**config.mk**
```make
export PLATFORM = sky130hd
export DESIGN_NAME = static_pin_tester
export DESIGN_NICKNAME = d
export VERILOG_FILES = /design/src/verilog/pin_test_pkg.sv /design/src/verilog/static_pin_tester.sv /design/src/verilog/pin_probe_sequencer.sv /design/src/verilog/pin_test_regs.sv /design/src/verilog/axi_lite_reg_bridge.sv
export SDC_FILE = /design/constraint.sdc
export NUM_CORES = 1
export LEC_CHECK = 0
export BUFFER_PORTS_ARGS = -buffer_cell sky130_fd_sc_hd__buf_2
export CORE_MARGIN = 10
export CORE_UTILIZATION = 53
export CTS_CLUSTER_DIAMETER = 60
export CTS_CLUSTER_SIZE = 25
export DETAILED_ROUTE_END_ITERATION = 6
export GPL_TIMING_DRIVEN = 0
export PLACE_DENSITY = 0.84
export RECOVER_POWER = 100
export SLEW_MARGIN = 20
export SYNTH_ARGS = -nofsm -noshare
export SYNTH_HDL_FRONTEND = slang
export SYNTH_SLANG_ARGS = --single-unit
```
**constraint.sdc**
```tcl
create_clock -name s_axi_aclk -period 8.85 [get_ports s_axi_aclk]
set_input_delay 0.4425 -clock s_axi_aclk [delete_from_list [all_inputs] [get_ports s_axi_aclk]]
set_output_delay 0.4425 -clock s_axi_aclk [all_outputs]
set_load 0.01 [all_outputs]
```
**src/verilog/pin_test_pkg.sv**
```systemverilog
package pin_test_pkg;

	localparam int AXI_DATA_WIDTH = 32;
	localparam int REG_INDEX_BITS = 3;  // Word index from address bits 4..2
	localparam int N_REG          = 7;

	// Register map, one 32-bit word per index
	typedef enum logic [REG_INDEX_BITS-1:0] {
		REG_DRIVE    = 3'd0,  // Manual drive value per pin
		REG_TRISTATE = 3'd1,  // Manual release per pin, set bit floats the pin
		REG_READ     = 3'd2,  // Synchronized pad value
		REG_WIDTH    = 3'd3,  // Number of pins
		REG_CTRL     = 3'd4,  // Bit 0 starts a probe
		REG_STATUS   = 3'd5,  // Bit 0 busy, bit 1 done
		REG_CLASS    = 3'd6   // Two bits per pin
	} reg_index_e;

	// Bit 1 is the sample after driving 1, bit 0 the sample after driving 0
	typedef enum logic [1:0] {
		PIN_GND      = 2'd0,
		PIN_CONFLICT = 2'd1,  // Read 1 after 0 and 0 after 1
		PIN_FLOAT    = 2'd2,  // Keeper held whatever was driven
		PIN_VCC      = 2'd3
	} pin_class_e;

	typedef enum logic [2:0] {
		PROBE_IDLE,
		PROBE_DRIVE0,
		PROBE_HOLD0,
		PROBE_DRIVE1,
		PROBE_HOLD1
	} probe_state_e;

	localparam logic [1:0] RESP_OKAY   = 2'b00;
	localparam logic [1:0] RESP_SLVERR = 2'b10;

endpackage
```
**src/verilog/static_pin_tester.sv**
```systemverilog
module static_pin_tester import pin_test_pkg::*; #(
		parameter int WIDTH         = 8,
		parameter int SETTLE_CYCLES = 16,
		parameter int ADDR_WIDTH    = 11
	) (
		input  logic                          s_axi_aclk,
		input  logic                          rst_n,

		input  logic [ADDR_WIDTH-1:0]         s_axi_awaddr,
		input  logic                          s_axi_awvalid,
		output logic                          s_axi_awready,
		input  logic [AXI_DATA_WIDTH-1:0]     s_axi_wdata,
		input  logic [AXI_DATA_WIDTH/8-1:0]   s_axi_wstrb,
		input  logic                          s_axi_wvalid,
		output logic                          s_axi_wready,
		output logic [1:0]                    s_axi_bresp,
		output logic                          s_axi_bvalid,
		input  logic                          s_axi_bready,
		input  logic [ADDR_WIDTH-1:0]         s_axi_araddr,
		input  logic                          s_axi_arvalid,
		output logic                          s_axi_arready,
		output logic [AXI_DATA_WIDTH-1:0]     s_axi_rdata,
		output logic [1:0]                    s_axi_rresp,
		output logic                          s_axi_rvalid,
		input  logic                          s_axi_rready,

		output logic [WIDTH-1:0]              pad_o,
		output logic [WIDTH-1:0]              pad_t,
		input  logic [WIDTH-1:0]              pad_i
	);

	logic [REG_INDEX_BITS-1:0]   reg_index;
	logic [AXI_DATA_WIDTH-1:0]   reg_wdata;
	logic [AXI_DATA_WIDTH/8-1:0] reg_wstrb;
	logic                        reg_wr;
	logic [AXI_DATA_WIDTH-1:0]   reg_rdata;
	logic [WIDTH-1:0]            manual_drive;
	logic [WIDTH-1:0]            manual_tristate;
	logic                        probe_start;
	logic                        probe_busy;
	logic                        probe_done;
	logic [WIDTH-1:0]            pin_value;
	logic [2*WIDTH-1:0]          pin_class;

	axi_lite_reg_bridge #(
		.ADDR_WIDTH(ADDR_WIDTH)
	) u_bridge (
		.s_axi_aclk, .rst_n,
		.s_axi_awaddr, .s_axi_awvalid, .s_axi_awready,
		.s_axi_wdata, .s_axi_wstrb, .s_axi_wvalid, .s_axi_wready,
		.s_axi_bresp, .s_axi_bvalid, .s_axi_bready,
		.s_axi_araddr, .s_axi_arvalid, .s_axi_arready,
		.s_axi_rdata, .s_axi_rresp, .s_axi_rvalid, .s_axi_rready,
		.reg_index, .reg_wdata, .reg_wstrb, .reg_wr, .reg_rdata
	);

	pin_test_regs #(
		.WIDTH(WIDTH)
	) u_regs (
		.s_axi_aclk, .rst_n,
		.reg_index, .reg_wdata, .reg_wstrb, .reg_wr, .reg_rdata,
		.manual_drive, .manual_tristate, .probe_start,
		.probe_busy, .probe_done, .pin_value, .pin_class
	);

	pin_probe_sequencer #(
		.WIDTH(WIDTH),
		.SETTLE_CYCLES(SETTLE_CYCLES)
	) u_sequencer (
		.s_axi_aclk, .rst_n,
		.manual_drive, .manual_tristate, .probe_start,
		.pad_o, .pad_t, .pad_i,
		.pin_value, .probe_busy, .probe_done, .pin_class
	);

endmodule

```
**src/verilog/pin_probe_sequencer.sv**
```systemverilog
module pin_probe_sequencer import pin_test_pkg::*; #(
		parameter int WIDTH         = 8,
		parameter int SETTLE_CYCLES = 16  // At least 3 to cover the sync lag
	) (
		input  logic                 s_axi_aclk,
		input  logic                 rst_n,

		input  logic [WIDTH-1:0]     manual_drive,
		input  logic [WIDTH-1:0]     manual_tristate,
		input  logic                 probe_start,

		// Pads, a set bit in pad_t releases the pin
		output logic [WIDTH-1:0]     pad_o,
		output logic [WIDTH-1:0]     pad_t,
		input  logic [WIDTH-1:0]     pad_i,

		output logic [WIDTH-1:0]     pin_value,
		output logic                 probe_busy,
		output logic                 probe_done,
		output logic [2*WIDTH-1:0]   pin_class
	);

	localparam int CNT_BITS = $clog2(SETTLE_CYCLES);

	probe_state_e        state;
	logic [CNT_BITS-1:0] phase_cnt;
	logic                phase_end;
	logic [WIDTH-1:0]    pad_meta;
	logic [WIDTH-1:0]    pad_sync;
	logic [WIDTH-1:0]    sample0;  // Pins read back after driving 0

	// Two-flop synchronizer on the pad inputs
	always_ff @(posedge s_axi_aclk) begin
		pad_meta <= pad_i;
		pad_sync <= pad_meta;
	end

	assign pin_value  = pad_sync;
	assign probe_busy = (state != PROBE_IDLE);
	assign phase_end  = (phase_cnt == CNT_BITS'(SETTLE_CYCLES - 1));

	always_ff @(posedge s_axi_aclk) begin
		if (!rst_n) begin
			state      <= PROBE_IDLE;
			phase_cnt  <= '0;
			probe_done <= 1'b0;
			pin_class  <= '0;
		end else begin
			if (state == PROBE_IDLE) begin
				if (probe_start) begin
					state      <= PROBE_DRIVE0;
					phase_cnt  <= '0;
					probe_done <= 1'b0;
				end
			end else if (phase_end) begin
				phase_cnt <= '0;
				unique case (state)
					PROBE_DRIVE0: state <= PROBE_HOLD0;
					PROBE_HOLD0:  state <= PROBE_DRIVE1;
					PROBE_DRIVE1: state <= PROBE_HOLD1;
					default: begin  // End of HOLD1
						state      <= PROBE_IDLE;
						probe_done <= 1'b1;
						for (int i = 0; i < WIDTH; i++)
							pin_class[2*i +: 2] <= pin_class_e'({pad_sync[i], sample0[i]});
					end
				endcase
			end else begin
				phase_cnt <= phase_cnt + 1'b1;
			end
		end
	end

	// Keeper value after the 0 drive
	always_ff @(posedge s_axi_aclk) begin
		if (state == PROBE_HOLD0 && phase_end)
			sample0 <= pad_sync;
	end

	// Pad mux, manual registers when idle
	always_comb begin
		unique case (state)
			PROBE_DRIVE0: begin
				pad_o = '0;
				pad_t = '0;
			end
			PROBE_HOLD0: begin
				pad_o = '0;
				pad_t = '1;
			end
			PROBE_DRIVE1: begin
				pad_o = '1;
				pad_t = '0;
			end
			PROBE_HOLD1: begin
				pad_o = '1;
				pad_t = '1;
			end
			default: begin
				pad_o = manual_drive;
				pad_t = manual_tristate;
			end
		endcase
	end

endmodule

```
**src/verilog/pin_test_regs.sv**
```systemverilog
module pin_test_regs import pin_test_pkg::*; #(
		parameter int WIDTH = 8
	) (
		input  logic                          s_axi_aclk,
		input  logic                          rst_n,

		input  logic [REG_INDEX_BITS-1:0]     reg_index,
		input  logic [AXI_DATA_WIDTH-1:0]     reg_wdata,
		input  logic [AXI_DATA_WIDTH/8-1:0]   reg_wstrb,
		input  logic                          reg_wr,
		output logic [AXI_DATA_WIDTH-1:0]     reg_rdata,

		// Sequencer side
		output logic [WIDTH-1:0]              manual_drive,
		output logic [WIDTH-1:0]              manual_tristate,
		output logic                          probe_start,
		input  logic                          probe_busy,
		input  logic                          probe_done,
		input  logic [WIDTH-1:0]              pin_value,
		input  logic [2*WIDTH-1:0]            pin_class
	);

	logic [AXI_DATA_WIDTH-1:0] byte_mask;
	logic [WIDTH-1:0]          pin_mask;
	logic                      wr_drive;
	logic                      wr_tristate;
	logic                      wr_start;

	// Expand byte strobes to a per-bit mask
	always_comb begin
		for (int b = 0; b < AXI_DATA_WIDTH / 8; b++)
			byte_mask[8*b +: 8] = {8{reg_wstrb[b]}};
	end

	assign pin_mask    = byte_mask[WIDTH-1:0];
	assign wr_drive    = reg_wr && (reg_index == REG_DRIVE);
	assign wr_tristate = reg_wr && (reg_index == REG_TRISTATE);
	assign wr_start    = reg_wr && (reg_index == REG_CTRL) && reg_wstrb[0] && reg_wdata[0];

	always_ff @(posedge s_axi_aclk) begin
		if (!rst_n) begin
			manual_drive    <= '0;
			manual_tristate <= '1;  // All pins released
			probe_start     <= 1'b0;
		end else begin
			if (wr_drive)
				manual_drive <= (manual_drive & ~pin_mask) | (reg_wdata[WIDTH-1:0] & pin_mask);
			if (wr_tristate)
				manual_tristate <= (manual_tristate & ~pin_mask)
				                   | (reg_wdata[WIDTH-1:0] & pin_mask);
			probe_start <= wr_start;  // Single-cycle pulse
		end
	end

	// Read word, unused bits stay 0
	always_comb begin
		reg_rdata = '0;
		case (reg_index)
			REG_DRIVE:    reg_rdata[WIDTH-1:0]   = manual_drive;
			REG_TRISTATE: reg_rdata[WIDTH-1:0]   = manual_tristate;
			REG_READ:     reg_rdata[WIDTH-1:0]   = pin_value;
			REG_WIDTH:    reg_rdata              = AXI_DATA_WIDTH'(WIDTH);
			REG_STATUS:   reg_rdata[1:0]         = {probe_done, probe_busy};
			REG_CLASS:    reg_rdata[2*WIDTH-1:0] = pin_class;
			default:      reg_rdata              = '0;  // CTRL and unmapped
		endcase
	end

endmodule

```
**src/verilog/axi_lite_reg_bridge.sv**
```systemverilog
module axi_lite_reg_bridge import pin_test_pkg::*; #(
		parameter int ADDR_WIDTH = 11
	) (
		input  logic                          s_axi_aclk,
		input  logic                          rst_n,

		// Write address and data
		input  logic [ADDR_WIDTH-1:0]         s_axi_awaddr,
		input  logic                          s_axi_awvalid,
		output logic                          s_axi_awready,
		input  logic [AXI_DATA_WIDTH-1:0]     s_axi_wdata,
		input  logic [AXI_DATA_WIDTH/8-1:0]   s_axi_wstrb,
		input  logic                          s_axi_wvalid,
		output logic                          s_axi_wready,

		// Write response
		output logic [1:0]                    s_axi_bresp,
		output logic                          s_axi_bvalid,
		input  logic                          s_axi_bready,

		// Read address and data
		input  logic [ADDR_WIDTH-1:0]         s_axi_araddr,
		input  logic                          s_axi_arvalid,
		output logic                          s_axi_arready,
		output logic [AXI_DATA_WIDTH-1:0]     s_axi_rdata,
		output logic [1:0]                    s_axi_rresp,
		output logic                          s_axi_rvalid,
		input  logic                          s_axi_rready,

		// Register side
		output logic [REG_INDEX_BITS-1:0]     reg_index,
		output logic [AXI_DATA_WIDTH-1:0]     reg_wdata,
		output logic [AXI_DATA_WIDTH/8-1:0]   reg_wstrb,
		output logic                          reg_wr,
		input  logic [AXI_DATA_WIDTH-1:0]     reg_rdata
	);

	localparam int WORD_BITS = ADDR_WIDTH - 2;

	logic [WORD_BITS-1:0] aw_word;
	logic [WORD_BITS-1:0] ar_word;
	logic                 aw_in_range;
	logic                 ar_in_range;
	logic                 resp_pending;
	logic                 rd_accept;
	logic                 wr_accept;

	// Range is checked on the whole word address so high aliases are rejected
	assign aw_word     = s_axi_awaddr[ADDR_WIDTH-1:2];
	assign ar_word     = s_axi_araddr[ADDR_WIDTH-1:2];
	assign aw_in_range = aw_word < WORD_BITS'(N_REG);
	assign ar_in_range = ar_word < WORD_BITS'(N_REG);

	// One transaction in flight, a held response blocks everything
	assign resp_pending = s_axi_bvalid | s_axi_rvalid;
	assign rd_accept    = s_axi_arvalid & ~resp_pending;
	assign wr_accept    = s_axi_awvalid & s_axi_wvalid & ~resp_pending & ~rd_accept;

	assign s_axi_arready = rd_accept;
	assign s_axi_awready = wr_accept;
	assign s_axi_wready  = wr_accept;

	// Read index wins when a read is taken this cycle
	assign reg_index = rd_accept ? ar_word[REG_INDEX_BITS-1:0]
	                             : aw_word[REG_INDEX_BITS-1:0];
	assign reg_wdata = s_axi_wdata;
	assign reg_wstrb = s_axi_wstrb;
	assign reg_wr    = wr_accept & aw_in_range;  // No strobe for a bad index

	always_ff @(posedge s_axi_aclk) begin
		if (!rst_n) begin
			s_axi_bvalid <= 1'b0;
			s_axi_rvalid <= 1'b0;
		end else begin
			if (wr_accept)
				s_axi_bvalid <= 1'b1;
			else if (s_axi_bready)
				s_axi_bvalid <= 1'b0;

			if (rd_accept)
				s_axi_rvalid <= 1'b1;
			else if (s_axi_rready)
				s_axi_rvalid <= 1'b0;
		end
	end

	// Response payload, held steady while valid waits for ready
	always_ff @(posedge s_axi_aclk) begin
		if (wr_accept)
			s_axi_bresp <= aw_in_range ? RESP_OKAY : RESP_SLVERR;

		if (rd_accept) begin
			if (ar_in_range) begin
				s_axi_rdata <= reg_rdata;
				s_axi_rresp <= RESP_OKAY;
			end else begin
				s_axi_rdata <= '0;  // Nothing behind this address
				s_axi_rresp <= RESP_SLVERR;
			end
		end
	end

endmodule

```
# ---- Word-level counts from Yosys, hierarchy flattened
# Cells that the tools add are included.
dict set report totals {
  ff_bits 103
  output_inout_bits 57
  word_cells 92
  inputBits 73
}
dict set report classes {
  mux 22
  n_eq_ne 13
  n_addsub 1
  bitwise 16
  order_cmp 2
  n_reduce_logical 21
}
# operator n
set op_table {}
lappend op_table {{8-bit case mux with 2 select lines} 2}
lappend op_table {{6-bit case mux with 5 select lines} 1}
lappend op_table {{8-bit bitwise AND} 3}
lappend op_table {{9-bit by 3-bit < comparator with 1-bit output (second input constant)} 2}
lappend op_table {{8-bit OR} 2}
lappend op_table {{3-bit by 2-bit == test with 1-bit output (second input constant)} 4}
lappend op_table {{3-bit == test (second input constant)} 4}
lappend op_table {{3-bit two-way mux} 4}
lappend op_table {{4-bit two-way mux} 3}
lappend op_table {{2-bit case mux with 5 select lines} 1}
lappend op_table {{3-bit case mux with 3 select lines} 1}
lappend op_table {{1-bit two-way mux} 8}
lappend op_table {{8-bit NOT} 1}
lappend op_table {{2-bit OR reduction} 4}
lappend op_table {{3-bit by 1-bit == test with 1-bit output (second input constant)} 2}
lappend op_table {{1-bit logical AND} 6}
lappend op_table {{3-bit logical NOT} 2}
lappend op_table {{3-bit AND reduction} 2}
lappend op_table {{2-bit nonzero test} 3}
lappend op_table {{1-bit bitwise AND} 5}
lappend op_table {{4-bit by 1-bit adder with 4-bit output (second input constant)} 1}
lappend op_table {{4-bit == test (second input constant)} 1}
lappend op_table {{2-bit two-way mux} 2}
lappend op_table {{1-bit NOT} 4}
lappend op_table {{other kinds (6)} 7}

# ---- Logic depth before layout (Yosys ltp)
dict set report logic_depth {
  depth_word 9
  depth_mapped 9
  ltp_nobuf 8
}

# ---- Hierarchy
# From an unflattened synthesis, not the netlist that was laid out.
dict set report hier_totals {
  hier_cells 478
  hier_area_um2 4715.8
}
# mod n_inst seq_area_each_um2 area_each_um2 cells_each
set modules_own_cells {}
lappend modules_own_cells {pin_probe_sequencer 1 1041.0 1765.4 195}
lappend modules_own_cells {axi_lite_reg_bridge 1 1061.0 1747.9 131}
lappend modules_own_cells {pin_test_regs 1 340.3 1202.4 152}

# ---- Least setup slack after synthesis
# Ideal clock, no wire load.
dict set report synth_timing {
  path_type {input -> register}
  start {in s_axi_arvalid}
  end {reg with a tool-made name}
  cell_stages 8
  path_slack_ns 5.710
  required_ns 8.720
  arrival_time_ns 3.011
  setup_time_ns 0.130
  path_buffers 1
  cell_sequence {nor3b_4 mux2i_1 ha_1 clkbuf_1 inv_1 nor4_4 mux2i_1 nand2_1}
}
# element line_no
set synth_rtl {}
lappend synth_rtl {{start: declaration} static_pin_tester.sv:20} ;# input logic s_axi_arvalid,

==> reports/results.ini <==
[outcome]
status=complete, but fails checks
violations=max-capacitance violations, max-slew violations

[critical_path]
r2r_slack_ns=3.63
reg2reg_depth=9
r2r-start=u_bridge.s_axi_bvalid
cp-end-kind=register
cp_data_required_time_ns=9.08
cp_max_fo=15
start_kind=register
critical_path_arrival_ns=5.44
crit_type=register to register

[placed_design]
io_buffers=79
gp_congestion=0.929
dp.final_hpwl_um=7120
place_inst=571
pre_cts_ws_ns=5.06

[route]
postRouteAntennaNets=0
route.detailed.drc=0
drt-pass1-iter-count=5
vias=3119
wire_per_inst_um=15.8
wirelength_um=9320
drt_iter0_markers=255
vias_per_cell=5.30

[min_path]
hold_start=pad_i[7]
whs_endpoint=u_sequencer.pad_meta[7]
hold_path_depth=1
hp-class=input pin to register

[logic_synthesis]
ys_top_cells_by_area=dfxtp_1, edfxtp_1, nand2_1, nand3_1, a21boi_0
synth_edf_count=26
yosysMostFrequentCell=nand2_1
ys_async_sr_fraction=0
synth_top_area_cell=dfxtp_1
syn_avg_cell_area_um2=9.74
synthCells=379
synth_compound_area_frac=0.141
synth_top_family_by_area=simple AND/OR/NAND/NOR gates
synth_common_cells=nand2_1, dfxtp_1, nand3_1, edfxtp_1, o21ai_0
synth_xor_area_frac=0.00237
synthMuxAreaShare=0.0434
ys_seq_area_frac=0.532
syn_area_mm2=0.00369
synth-simple-area-share=0.197
yosysTopAreaCellShare=0.320
ys.flop_type=dfxtp_1
synth_fa_ha_area_frac=0.0169
synth_warnings=0
synth-seq-cells=85
yosysUniqueCellTypes=39

[floorplan]
floorplan.io_pins=130
start_util=0.543
die_area_mm2=0.0107
die_w_um=103
placementRows=30
die_h_um=103
fp.coreArea_mm2=0.00679

[global_route]
track_usage=0.177
grt_pass1_wl_um=14500
grt_pass1_vias=2990
antenna_found_initial=0
gr-total-overflow=0
grt_max_degree=24

[clock_tree]
cts_resized=0
cts_max_level=3
ctsRootBufferMaster=clkbuf_8
cts_setup_buffers=0
clk_latency_ns=0.36
cts.sinks=85
cts_tree=done
cts_hold_buf=0
clk_pin_slew_ns=0.09
cts_buffer_depth=2
cts_buffers=9

[final_layout]
final_cell_count_no_fill=588
area_growth_pct=18.2
antenna_cells=0
drive_above_1_share=0.159
nets=565

[sta]
fin_crit_sh=0.589
setup_tns_ns=0
finalSetupViolCount=0
slew_viol_final=9
period_needed_ns=5.22
clock.fmax_ghz=0.192
relSlewSlack=-0.315
layout_setup_ws_ns=3.63
worst_pin_slew_ns=1.95
hold_slack_ns=0.173
rsz0062_at_grt=no
hold_viol_final=0
finClkSkew_ns=0.0103

[pwr]
peakVddDrop_mv=0.114
switchingPower_uw=177
p_seq_frac=0.556
p_total_uw=744
swShare=0.238
power.internal_uw=567
power.density_mw_per_mm2=170
clock_power_share=0.355
leakage_uw=0.00166
pwr-share-comb=0.089

[job]
maxCapViolCount=1

stage by stage:
stage,util,area [um^2]
4_1_cts,0.657,4470
6_report,0.642,4360
3_5_place_dp,0.629,4280
2_1_floorplan,-,3750
3_3_place_gp,0.629,4270
5_1_grt,0.642,4360
cell usage in the layout, fill, tap and decap left out, types with 9 or more instances in the layout:
master     n
mux2i_1   10
dfxtp_1   59
o21ai_0   25
edfxtp_1  26
clkbuf_1  62
nand2_1   61
nand3_1   30
buf_4     18
buf_2     41
clkbuf_8   9
nor2_1    19
conb_1    18
a21oi_1    9
a21boi_0  19
layer usage:
layer,vias up,GRT usage,wire [um]
met1,1467,0.193,3560
met2,123,0.308,4800
met4,0,0.0952,322
met5,-,0,0
li1,1501,-,-
met3,28,0.0465,642
kinds of logic after synthesis:
logic type | Yosys count
compound gates | 81
flops | 85
simple gates | 144
buf+inv | 47
other cells | 1
xor+xnor | 1
fa+ha+maj | 5
mux | 15
worst max-delay path, stage by stage (launching register included):
cell and delay [ns]:
dfxtp_1 0.33, nor3b_1 0.94, clkbuf_1 0.74, mux2i_1 0.44, ha_1 0.21, clkbuf_1 0.35, inv_1 0.08, nor4_1 1.58
mux2i_1 0.32, nand2_1 0.08
worst max path at each step:
stage                           from        to  slack (ns)  cells past startpoint
3_5_place_dp           s_axi_arvalid  register        5.06                      9
4_1_cts        u_bridge.s_axi_bvalid  register        5.23                      8
5_1_grt        u_bridge.s_axi_rvalid  register        3.19                      9
3_3_place_gp           s_axi_arvalid  register        5.20                      9
2_1_floorplan          s_axi_arvalid  register        5.71                      8
6_report       u_bridge.s_axi_bvalid  register        3.63                      9
power by group through the flow:
stage / Clock [uW] / Combinational [uW] / Sequential [uW]
6_report: 264 / 65.9 / 413
5_1_grt: 288 / 72.5 / 414
4_1_cts: 270 / 68.1 / 414
3_5_place_dp: 0 / 67.8 / 423
3_3_place_gp: 0 / 65.9 / 422
2_1_floorplan: 0 / 40.3 / 424
cell type report:
cell class / count / area, um^2
Fill cell: 594 / 2430
Sequential cell: 85 / 1960
Multi-Input combinational cell: 264 / 1490
Timing Repair Buffer: 80 / 350
Buffer: 41 / 226
Clock buffer: 10 / 128
Tap cell: 96 / 120
Clock inverter: 6 / 63.8
Inverter: 6 / 22.5
(Power assumes the default switching activity.)
